File: src/design/cpu_defines.svh
`ifndef CPU_DEFINES_SVH
`define CPU_DEFINES_SVH

//////////////////////////////////////////////////////////////////////
// data path and register file
//////////////////////////////////////////////////////////////////////

// width of a register value and of the alu
`define CPU_XLEN      32
// architectural registers, register 0 hardwired to zero
`define CPU_NREGS     32
`define CPU_REG_AW    5

//////////////////////////////////////////////////////////////////////
// instruction word layout
//////////////////////////////////////////////////////////////////////

// opcode bounds
`define CPU_OP_MSB    31
`define CPU_OP_LSB    27
// low bits of the register fields, each CPU_REG_AW wide
`define CPU_RD_LSB    22
`define CPU_RS1_LSB   17
`define CPU_RS2_LSB   12
// immediate sits in the low bits and overlaps rs2
`define CPU_IMM_W     17
// lui puts the immediate at the top of the word
`define CPU_LUI_SHIFT 15

`endif

File: src/design/cpu_pkg.sv
`include "cpu_defines.svh"

package cpu_pkg;

    //////////////////////////////////////////////////////////////////////
    // vector types
    //////////////////////////////////////////////////////////////////////

    // one register value
    typedef logic [`CPU_XLEN-1:0] data_t;

    // raw instruction word
    typedef logic [31:0] instr_t;

    // register index
    typedef logic [`CPU_REG_AW-1:0] reg_addr_t;

    // immediate field before extension
    typedef logic [`CPU_IMM_W-1:0] imm_t;

    //////////////////////////////////////////////////////////////////////
    // opcodes
    //////////////////////////////////////////////////////////////////////

    // codes 10..31 are not listed and act as nops
    typedef enum logic [`CPU_OP_MSB-`CPU_OP_LSB:0] {
        op_add  = 5'd0,
        op_sub  = 5'd1,
        op_and  = 5'd2,
        op_or   = 5'd3,
        op_xor  = 5'd4,
        op_sll  = 5'd5,
        op_srl  = 5'd6,
        op_slt  = 5'd7,
        op_addi = 5'd8,
        op_lui  = 5'd9
    } opcode_t;

endpackage

File: src/design/cpu.sv
`timescale 1ns/1ps

module cpu
    import cpu_pkg::*;
(
    input  logic      clk,
    input  logic      rst_n,
    // one instruction per strobe
    input  logic      instr_valid,
    input  instr_t    instr,
    // register write, one pulse per writing instruction
    output logic      wb_valid,
    output reg_addr_t wb_sel,
    output data_t     wb_data
);

    //////////////////////////////////////////////////////////////////////
    // decode to execute
    //////////////////////////////////////////////////////////////////////

    logic      ex_valid;
    opcode_t   ex_op;
    reg_addr_t ex_rd;
    reg_addr_t ex_rs1;
    reg_addr_t ex_rs2;
    data_t     ex_a;
    data_t     ex_b;
    imm_t      ex_imm;

    // fetch capture, decode, register read
    decode i_decode (
        .clk         (clk),
        .rst_n       (rst_n),
        .instr_valid (instr_valid),
        .instr       (instr),
        // writeback loops back into the register file
        .wb_valid    (wb_valid),
        .wb_sel      (wb_sel),
        .wb_data     (wb_data),
        .ex_valid    (ex_valid),
        .ex_op       (ex_op),
        .ex_rd       (ex_rd),
        .ex_rs1      (ex_rs1),
        .ex_rs2      (ex_rs2),
        .ex_a        (ex_a),
        .ex_b        (ex_b),
        .ex_imm      (ex_imm)
    );

    // forwarding, alu, writeback register
    execute i_execute (
        .clk      (clk),
        .rst_n    (rst_n),
        .ex_valid (ex_valid),
        .ex_op    (ex_op),
        .ex_rd    (ex_rd),
        .ex_rs1   (ex_rs1),
        .ex_rs2   (ex_rs2),
        .ex_a     (ex_a),
        .ex_b     (ex_b),
        .ex_imm   (ex_imm),
        .wb_valid (wb_valid),
        .wb_sel   (wb_sel),
        .wb_data  (wb_data)
    );

endmodule

File: src/design/decode.sv
`timescale 1ns/1ps

`include "cpu_defines.svh"

module decode
    import cpu_pkg::*;
(
    input  logic      clk,
    input  logic      rst_n,
    // instruction strobe from outside
    input  logic      instr_valid,
    input  instr_t    instr,
    // writeback port, goes straight to the register file
    input  logic      wb_valid,
    input  reg_addr_t wb_sel,
    input  data_t     wb_data,
    // decode/execute register
    output logic      ex_valid,
    output opcode_t   ex_op,
    output reg_addr_t ex_rd,
    output reg_addr_t ex_rs1,
    output reg_addr_t ex_rs2,
    output data_t     ex_a,
    output data_t     ex_b,
    output imm_t      ex_imm
);

    // fetch register
    logic      fe_valid;
    instr_t    fe_instr;

    // fields of the captured word
    opcode_t   fe_op;
    reg_addr_t fe_rd;
    reg_addr_t fe_rs1;
    reg_addr_t fe_rs2;
    imm_t      fe_imm;

    // control
    logic      op_known;

    // source values out of the register file
    data_t     rf_a;
    data_t     rf_b;

    //////////////////////////////////////////////////////////////////////
    // fetch capture
    //////////////////////////////////////////////////////////////////////

    always_ff @(posedge clk) begin
        if (!rst_n) begin
            fe_valid <= 1'b0;
        end else begin
            // a gap in the strobe becomes a bubble
            fe_valid <= instr_valid;
        end
    end

    always_ff @(posedge clk) begin
        fe_instr <= instr;
    end

    //////////////////////////////////////////////////////////////////////
    // field split and control
    //////////////////////////////////////////////////////////////////////

    assign fe_op  = opcode_t'(fe_instr[`CPU_OP_MSB:`CPU_OP_LSB]);
    assign fe_rd  = fe_instr[`CPU_RD_LSB +: `CPU_REG_AW];
    assign fe_rs1 = fe_instr[`CPU_RS1_LSB +: `CPU_REG_AW];
    assign fe_rs2 = fe_instr[`CPU_RS2_LSB +: `CPU_REG_AW];
    // imm overlaps rs2
    assign fe_imm = fe_instr[`CPU_IMM_W-1:0];

    // anything outside the table is a nop
    always_comb begin
        case (fe_op)
            op_add, op_sub, op_and, op_or, op_xor,
            op_sll, op_srl, op_slt, op_addi, op_lui: op_known = 1'b1;
            default:                                 op_known = 1'b0;
        endcase
    end

    //////////////////////////////////////////////////////////////////////
    // register read
    //////////////////////////////////////////////////////////////////////

    reg_file i_reg_file (
        .clk       (clk),
        .rst_n     (rst_n),
        .rd_addr_a (fe_rs1),
        .rd_addr_b (fe_rs2),
        .rd_data_a (rf_a),
        .rd_data_b (rf_b),
        .wr_en     (wb_valid),
        .wr_addr   (wb_sel),
        .wr_data   (wb_data)
    );

    //////////////////////////////////////////////////////////////////////
    // decode/execute register
    //////////////////////////////////////////////////////////////////////

    // only real register writes go on as valid
    always_ff @(posedge clk) begin
        if (!rst_n) begin
            ex_valid <= 1'b0;
        end else begin
            ex_valid <= fe_valid && op_known && (fe_rd != '0);
        end
    end

    // payload
    always_ff @(posedge clk) begin
        ex_op  <= fe_op;
        ex_rd  <= fe_rd;
        ex_rs1 <= fe_rs1;
        ex_rs2 <= fe_rs2;
        ex_a   <= rf_a;
        ex_b   <= rf_b;
        ex_imm <= fe_imm;
    end

endmodule

File: src/design/execute.sv
`timescale 1ns/1ps

`include "cpu_defines.svh"

module execute
    import cpu_pkg::*;
(
    input  logic      clk,
    input  logic      rst_n,
    // decode/execute register
    input  logic      ex_valid,
    input  opcode_t   ex_op,
    input  reg_addr_t ex_rd,
    input  reg_addr_t ex_rs1,
    input  reg_addr_t ex_rs2,
    input  data_t     ex_a,
    input  data_t     ex_b,
    input  imm_t      ex_imm,
    // execute/writeback register
    output logic      wb_valid,
    output reg_addr_t wb_sel,
    output data_t     wb_data
);

    // operands after forwarding
    data_t op_a;
    data_t op_b;

    // immediate forms
    data_t imm_sext;
    data_t imm_upper;

    data_t alu_result;

    //////////////////////////////////////////////////////////////////////
    // forwarding
    //////////////////////////////////////////////////////////////////////

    // previous result overrides a stale register read
    // register 0 never forwards
    assign op_a = (wb_valid && (wb_sel == ex_rs1) && (ex_rs1 != '0)) ? wb_data : ex_a;
    assign op_b = (wb_valid && (wb_sel == ex_rs2) && (ex_rs2 != '0)) ? wb_data : ex_b;

    //////////////////////////////////////////////////////////////////////
    // alu
    //////////////////////////////////////////////////////////////////////

    // addi operand
    assign imm_sext  = {{(`CPU_XLEN-`CPU_IMM_W){ex_imm[`CPU_IMM_W-1]}}, ex_imm};
    // lui value, zeros below the shift point
    assign imm_upper = data_t'(ex_imm) << `CPU_LUI_SHIFT;

    always_comb begin
        case (ex_op)
            op_add:  alu_result = op_a + op_b;
            op_sub:  alu_result = op_a - op_b;
            op_and:  alu_result = op_a & op_b;
            op_or:   alu_result = op_a | op_b;
            op_xor:  alu_result = op_a ^ op_b;
            // shift amount from low 5 bits of rs2
            op_sll:  alu_result = op_a << op_b[4:0];
            op_srl:  alu_result = op_a >> op_b[4:0];
            op_slt:  alu_result = ($signed(op_a) < $signed(op_b)) ? data_t'(1) : '0;
            op_addi: alu_result = op_a + imm_sext;
            op_lui:  alu_result = imm_upper;
            // unknown codes never arrive valid
            default: alu_result = '0;
        endcase
    end

    //////////////////////////////////////////////////////////////////////
    // execute/writeback register
    //////////////////////////////////////////////////////////////////////

    always_ff @(posedge clk) begin
        if (!rst_n) begin
            wb_valid <= 1'b0;
        end else begin
            wb_valid <= ex_valid;
        end
    end

    // destination and result
    always_ff @(posedge clk) begin
        wb_sel  <= ex_rd;
        wb_data <= alu_result;
    end

endmodule

File: src/design/reg_file.sv
`timescale 1ns/1ps

`include "cpu_defines.svh"

module reg_file
    import cpu_pkg::*;
(
    input  logic      clk,
    input  logic      rst_n,
    // two read ports, combinational
    input  reg_addr_t rd_addr_a,
    input  reg_addr_t rd_addr_b,
    output data_t     rd_data_a,
    output data_t     rd_data_b,
    // single write port from writeback
    input  logic      wr_en,
    input  reg_addr_t wr_addr,
    input  data_t     wr_data
);

    // register array
    data_t regs [`CPU_NREGS];

    //////////////////////////////////////////////////////////////////////
    // write port
    //////////////////////////////////////////////////////////////////////

    always_ff @(posedge clk) begin
        if (!rst_n) begin
            // whole file starts at zero
            for (int i = 0; i < `CPU_NREGS; i++) begin
                regs[i] <= '0;
            end
        end else if (wr_en && (wr_addr != '0)) begin
            // register 0 never takes a write
            regs[wr_addr] <= wr_data;
        end
    end

    //////////////////////////////////////////////////////////////////////
    // read ports
    //////////////////////////////////////////////////////////////////////

    // zero register first, then write-through of the value landing this edge
    assign rd_data_a = (rd_addr_a == '0) ? '0 :
                       (wr_en && (wr_addr == rd_addr_a)) ? wr_data :
                       regs[rd_addr_a];

    // same rules for the second source
    assign rd_data_b = (rd_addr_b == '0) ? '0 :
                       (wr_en && (wr_addr == rd_addr_b)) ? wr_data :
                       regs[rd_addr_b];

endmodule

File: config.mk
export PLATFORM = sky130hd
export DESIGN_NAME = cpu
export DESIGN_NICKNAME = d
export VERILOG_FILES = /design/src/design/cpu_pkg.sv /design/src/design/cpu.sv /design/src/design/decode.sv /design/src/design/execute.sv /design/src/design/reg_file.sv
export VERILOG_INCLUDE_DIRS = /design/src /design/src/design
export SDC_FILE = /design/constraint.sdc
export NUM_CORES = 2
export LEC_CHECK = 0
export BUFFER_PORTS_ARGS = -buffer_cell sky130_fd_sc_hd__buf_2
export CAP_MARGIN = 10
export CORE_MARGIN = 1.5
export CORE_UTILIZATION = 25
export DETAILED_ROUTE_END_ITERATION = 10
export GPL_ROUTABILITY_DRIVEN = 0
export PLACE_DENSITY = 0.49
export SYNTH_ARGS = -nofsm -noshare
export SYNTH_HDL_FRONTEND = slang
export SYNTH_HIERARCHICAL = 1
export SYNTH_SLANG_ARGS = --single-unit
File: constraint.sdc
create_clock -name clk -period 9.1 [get_ports clk]
set_input_delay 0.455 -clock clk [delete_from_list [all_inputs] [get_ports clk]]
set_output_delay 0.455 -clock clk [all_outputs]
set_load 0.05 [all_outputs]
Word level (Yosys, flattened, before mapping) --
Memories as Yosys holds them, arrays and structs flattened. A register that Yosys moved wholly into a read port is not among the register bits. Cells that the tools add are included.
Storage, ports and cells: memories 2, input port bits 35, flip-flop bits (word level) 173, memory bits (read-only) 16, memory bits (writable) 1024, output and inout port bits 38, word-level logic and storage cells 68
Memories:
- i_decode.i_reg_file.regs | depth 32, width 32, rd ports 2, clocked after memory_dff 2, write ports 32, RTL line reg_file.sv:22 | data_t regs [`CPU_NREGS];
- (no name shown) | depth 16, width 1, rd ports 1, clocked after memory_dff 1, write ports 0, RTL line decode.sv:76 | case (fe_op)
Cells by class: muxes and demuxes 14, magnitude comparators 1, reduce and logical (&&, ||, !) cells 17, add/sub/neg operators 3, eq/ne operators 13, shift operators 2, bitwise gates (word level) 3
Operators by type and width (count):
- $pmux 32 s10 | 1
- $mux 32 | 5
- $add 32x32->32 | 2
- $and 32x32->32 | 1
- $lt 32x32->1 | 1
- $or 32x32->32 | 1
- $reduce_or 32->1 | 1
- $shl 32x5->32 | 1
- $shr 32x5->32 | 1
- $sub 32x32->32 | 1
- $xor 32x32->32 | 1
- $eq 5x3->1 const B | 4
- $eq 5x5->1 | 4
- $reduce_bool 5->1 | 4
- $logic_not 5->1 | 3
- $eq 5x2->1 const B | 2
- $eq 5x4->1 const B | 2
- $logic_and 1x1->1 | 9
- $mux 1 | 7
- $eq 5x1->1 const B | 1
- $mux 5 | 1

Longest topological paths before layout --
depth in word-level cells 7, gate-level depth with buffers 24, mapped depth without buffers 20

Cells and area by module --
The synthesis kept the hierarchy.
By module, submodules not included:
- reg_file | cells each 3744, area an instance 54698.7 sq um, seq. area each 30749.5 sq um, times used 1
- execute | cells each 1600, area an instance 11399.7 sq um, seq. area each 760.7 sq um, times used 1
- decode | cells each 142, area an instance 2693.8 sq um, seq. area each 2622.5 sq um, times used 1

Least setup slack after synthesis --
OpenSTA, ideal clock, no wires.
path kind reg2reg, from reg i_execute.wb_sel[0], to reg i_execute.wb_data[29], stages on the path, launching flop included 23, buffers on the path 5, arrival time 5.672 ns, period minus slack after synthesis 5.799 ns, slack 3.301 ns, required time 8.973 ns, library setup time 0.127 ns, cell sequence dfxtp_1 > xnor2_1 > nand3_1 > nor3_2 > buf_6 > buf_2 > clkbuf_1 > clkbuf_1 > buf_1 > mux2_2 > ha_1 > a21o_1 > a211o_1 > o21ai_0 > nor3_1 > o2bb2ai_1 > a211oi_1 > o31ai_1 > a2111oi_0 > nor3_1 > xor2_1 > a221oi_1 > o21ai_1
On the way: word-level cells in the longest chain between the ends 6, elaborated cells on any way between the ends 17, classes of those cells add/sub (3); eq/ne (2); shift (2); mux (3); bitwise (3); reduce/logical (4)
RTL lines:
- start, declared | RTL line execute.sv:21 | output reg_addr_t wb_sel,
- start signal, assigned | RTL line execute.sv:85 | wb_sel <= ex_rd;
- $eq 5x5->1, on equally long branches | RTL line execute.sv:41, execute.sv:42
- $logic_and 1x1->1, on equally long branches (2 in series) | RTL line execute.sv:41, execute.sv:42
- $mux 32, on equally long branches | RTL line execute.sv:41, execute.sv:42
- $add 32x32->32, or another cell as far along | RTL line execute.sv:64 | op_addi: alu_result = op_a + imm_sext;
- $pmux 32 s10 * | RTL line execute.sv:54 | case (ex_op)
- named net i_execute.alu_result[29] | RTL line execute.sv:33 | data_t alu_result;
- end signal, assigned | RTL line execute.sv:86 | wb_data <= alu_result;
- end, declared | RTL line execute.sv:22 | output data_t wb_data
The timed path passes the listed nets; every way through them passes the cells marked *. A chain may end at the register's enable or synchronous reset.

Final worst setup path --
from reg i_execute.wb_sel[2], to reg i_execute.wb_data[28]
Same word-level chain as after synthesis.

==> flow_metrics.tcl <==
set metrics [dict create \
    num_vias 50807 \
    core_sq_um 274000 \
    root_buffer "clkbuf_16" \
    max_freq_mhz 151 \
    rsz0062_at_grt "no" \
    totalWireLength_um 299000 \
    drt_iter0_markers 7696 \
    viasPerCell 5.56 \
    period_needed_ps 6630 \
    htree_levels 4 \
    synth_flop_cell "edfxtp_1" \
    final_antenna_net_count 0 \
    first_global_vias 48807 \
    cp-start-kind "flip-flop" \
    ios 73 \
    netlist_instances 5486 \
    yosys_warnings 6 \
    worst_hold_path.endpoint "i_decode/fe_instr[23]" \
    cp-end-kind "flip-flop" \
    initial_core_util_pct 25.1 \
    seq_area_frac_synth_pct 49.6 \
    finalSetupTns_ps 0 \
    port_buffers 72 \
    status "finished clean" \
    synth-edff-count 1024 \
    antenna_found_initial 42 \
    cts_tree "built" \
    slew_headroom_pct 6.66 \
    grt_first_pass_wirelength_um 409000 \
    async_flop_share_pct 0 \
    hold_violations 0 \
    finClkSkew_ps 52.6 \
    fin_nets 5587 \
    post_cts_buffers 0 \
    layout-drive-gt1-share_pct 19.1 \
    hold_path.class "in2reg" \
    utilization_pct 28.7 \
    cp_max_fo 47 \
    die_h_um 528 \
    die_w_um 528 \
    max-clock-path-buffers 3 \
    arrival_ps 7260 \
    min_path_cells 2 \
    worst-r2r-cell-count 22 \
    ir_drop_mv 0.132 \
    setup_viol 0 \
    fin_crit_sh_pct 72.9 \
    dieArea_sq_um 278000 \
    numCtsBuffers 138 \
    dpl.hpwl_um 181000 \
    grt_use_total_pct 20.9 \
    min_from "instr[23]" \
    p_leak_nw 28.7 \
    crit_type "reg2reg" \
    required_ps 9730 \
    syn_to_final_growth_pct 14.2 \
    row_count 192 \
    ys_seq_elements 1193 \
    drc_errors 0 \
    syn_area_sq_um 68800 \
    wl_per_cell_um 32.7 \
    cts_sinks 1193 \
    cap_viol_max_count 0 \
    drv_slew 0 \
    crit-reg2reg-launch "i_execute/wb_sel[2]" \
    r2r_setup_slack_ps 2470 \
    grt_max_degree 112 \
    worstMarginPinSlew_ps 1360 \
    rr_endpoint "i_execute/wb_data[28]" \
    syn_area_per_cell_sq_um 12.5 \
    cts.reportedPaths.clkPinSlew_ps 60 \
    drt-pass1-iter-count 8 \
    p_per_area_nw_per_um2 190 \
    clkLatencyLatePin_ps 800 \
    grt_overflow 0 \
    synth_cell_type_count 99 \
]
==> sequential cells by signal, indices dropped and copies added (netlist names), named ones only <==
signal	flops
i_execute/wb_data	32
i_decode/ex_op	5
i_decode/fe_valid	1
i_decode/fe_instr	32
i_decode/i_reg_file/regs	1024
i_execute/wb_valid	1
i_decode/ex_imm	17
i_decode/ex_a	32
i_execute/wb_sel	5
i_decode/ex_valid	1
i_decode/ex_rs1	5
i_decode/ex_b	32
i_decode/ex_rd	5
==> cell type report <==
cell class | count | area [sq um]
antenna | 15 | 37.5
clock buffer | 175 | 3720
clock inverter | 74 | 759
fill | 27593 | 195000
inverter | 90 | 338
multi-input combinational | 3713 | 32900
sequential | 1193 | 34200
tap | 3589 | 4490
timing repair buffer | 290 | 2130
==> timing repair <==
action                                 in CTS  in global routing
hold buffers                               35                  0
endpoints found under the hold margin      35                  0
gates resized for setup                     0                  0
setup endpoints to repair                   0                  0
==> cells by family (layout without fill, tap and decap cells) <==
family	count (synthesis)	after routing	share of synthesized area, %
and+or+nand+nor	1610	1610	13.1
xor gates and xnor gates	65	65	0.828
muxes	907	907	20.4
adders and majority gates	126	126	2.31
other	1	47	0.00545
buffers and inverters	611	629	3.77
DFF	1193	1193	49.6
AOI/OAI and AO/OA	973	973	9.97
==> through the flow <==
stage | instance area, sq um | power (mW) | hold slack (ps) | cells | setup WS, ps
final | 78500 | 15.0 | 318 | 9139 | 2470
after floorplan | 68900 | 8.20 | 310 | 5517 | 3300
after CTS | 78500 | 14.9 | 278 | 9124 | 2600
after global placement | 73700 | 9.33 | 315 | 8839 | 2620
after detailed placement | 73700 | 9.34 | 314 | 8840 | 2640
after global routing | 78500 | 15.4 | 286 | 9126 | 2060
==> routing by layer <==
layer,global-route usage [%],routed length (um)
met3,4.73,31000
met2,31.4,130000
met4,7.54,12000
met5,0.173,159
met1,29.2,126000
==> how the worst max path moves through the flow <==
| stage | from | endpoint | slack, ps | depth (start not counted) |
|---|---|---|---|---|
| 3_3_place_gp | i_execute/wb_sel[2] | i_execute/wb_data[28] | 2620 | 22 |
| 3_5_place_dp | i_execute/wb_sel[3] | i_execute/wb_data[28] | 2640 | 22 |
| 6_report | i_execute/wb_sel[2] | i_execute/wb_data[28] | 2470 | 22 |
| 2_1_floorplan | i_execute/wb_sel[0] | i_execute/wb_data[29] | 3300 | 22 |
| 4_1_cts | i_execute/wb_sel[3] | i_execute/wb_data[28] | 2600 | 22 |
| 5_1_grt | i_execute/wb_sel[3] | i_execute/wb_data[28] | 2060 | 22 |
==> cells in the mapped netlist (all sizes together) (43+ instances only) <==
cell,n,area [sq um]
edfxtp,1024,30700
and2,1007,6300
mux2i,467,4680
mux4,388,8740
clkbuf,358,1350
nor2,248,931
a21oi,217,1090
dfxtp,169,3380
nand2,169,634
buf,163,913
a22oi,141,1060
ha,124,1550
o21ai,118,594
inv,90,338
o221ai,63,552
o22ai,60,375
a22o,56,490
mux2,52,589
xnor2,46,403
nor3,43,236
==> cell usage in the layout, fill, tap and decap left out, types with 56 or more instances in the layout <==
cell,count
ha_1,124
mux4_2,388
buf_2,72
mux2i_1,464
clkbuf_16,141
and2_1,1004
inv_1,87
a21oi_1,216
nand2_1,167
o22ai_1,60
o221ai_1,63
nor2_1,213
o21ai_0,80
a22o_1,56
edfxtp_1,1024
buf_4,179
a22oi_1,141
dfxtp_1,143
==> worst max-delay path, cell delays in order, from the launching register on <==
cell and delay [ps]:
dfxtp_1 680, xnor2_1 210, nand3_1 230, nor3_4 170, buf_4 580, mux2_4 510, inv_2 80, buf_4 500
a21oi_1 170, ha_1 250, fa_1 470, a21o_1 180, a21o_1 220, a21oi_1 220, o31ai_1 220, o21ai_0 310
a21oi_1 180, a31o_2 320, a22oi_1 270, a21oi_1 140, xor2_1 160, a221oi_1 250, o211ai_1 130
==> report_power, final <==
| part | switching, mW | internal (mW) |
|---|---|---|
| clock network | 2.46 | 3.15 |
| registers | 0.228 | 6.16 |
| logic | 1.99 | 0.959 |
Power figures use the tool's default switching activity.
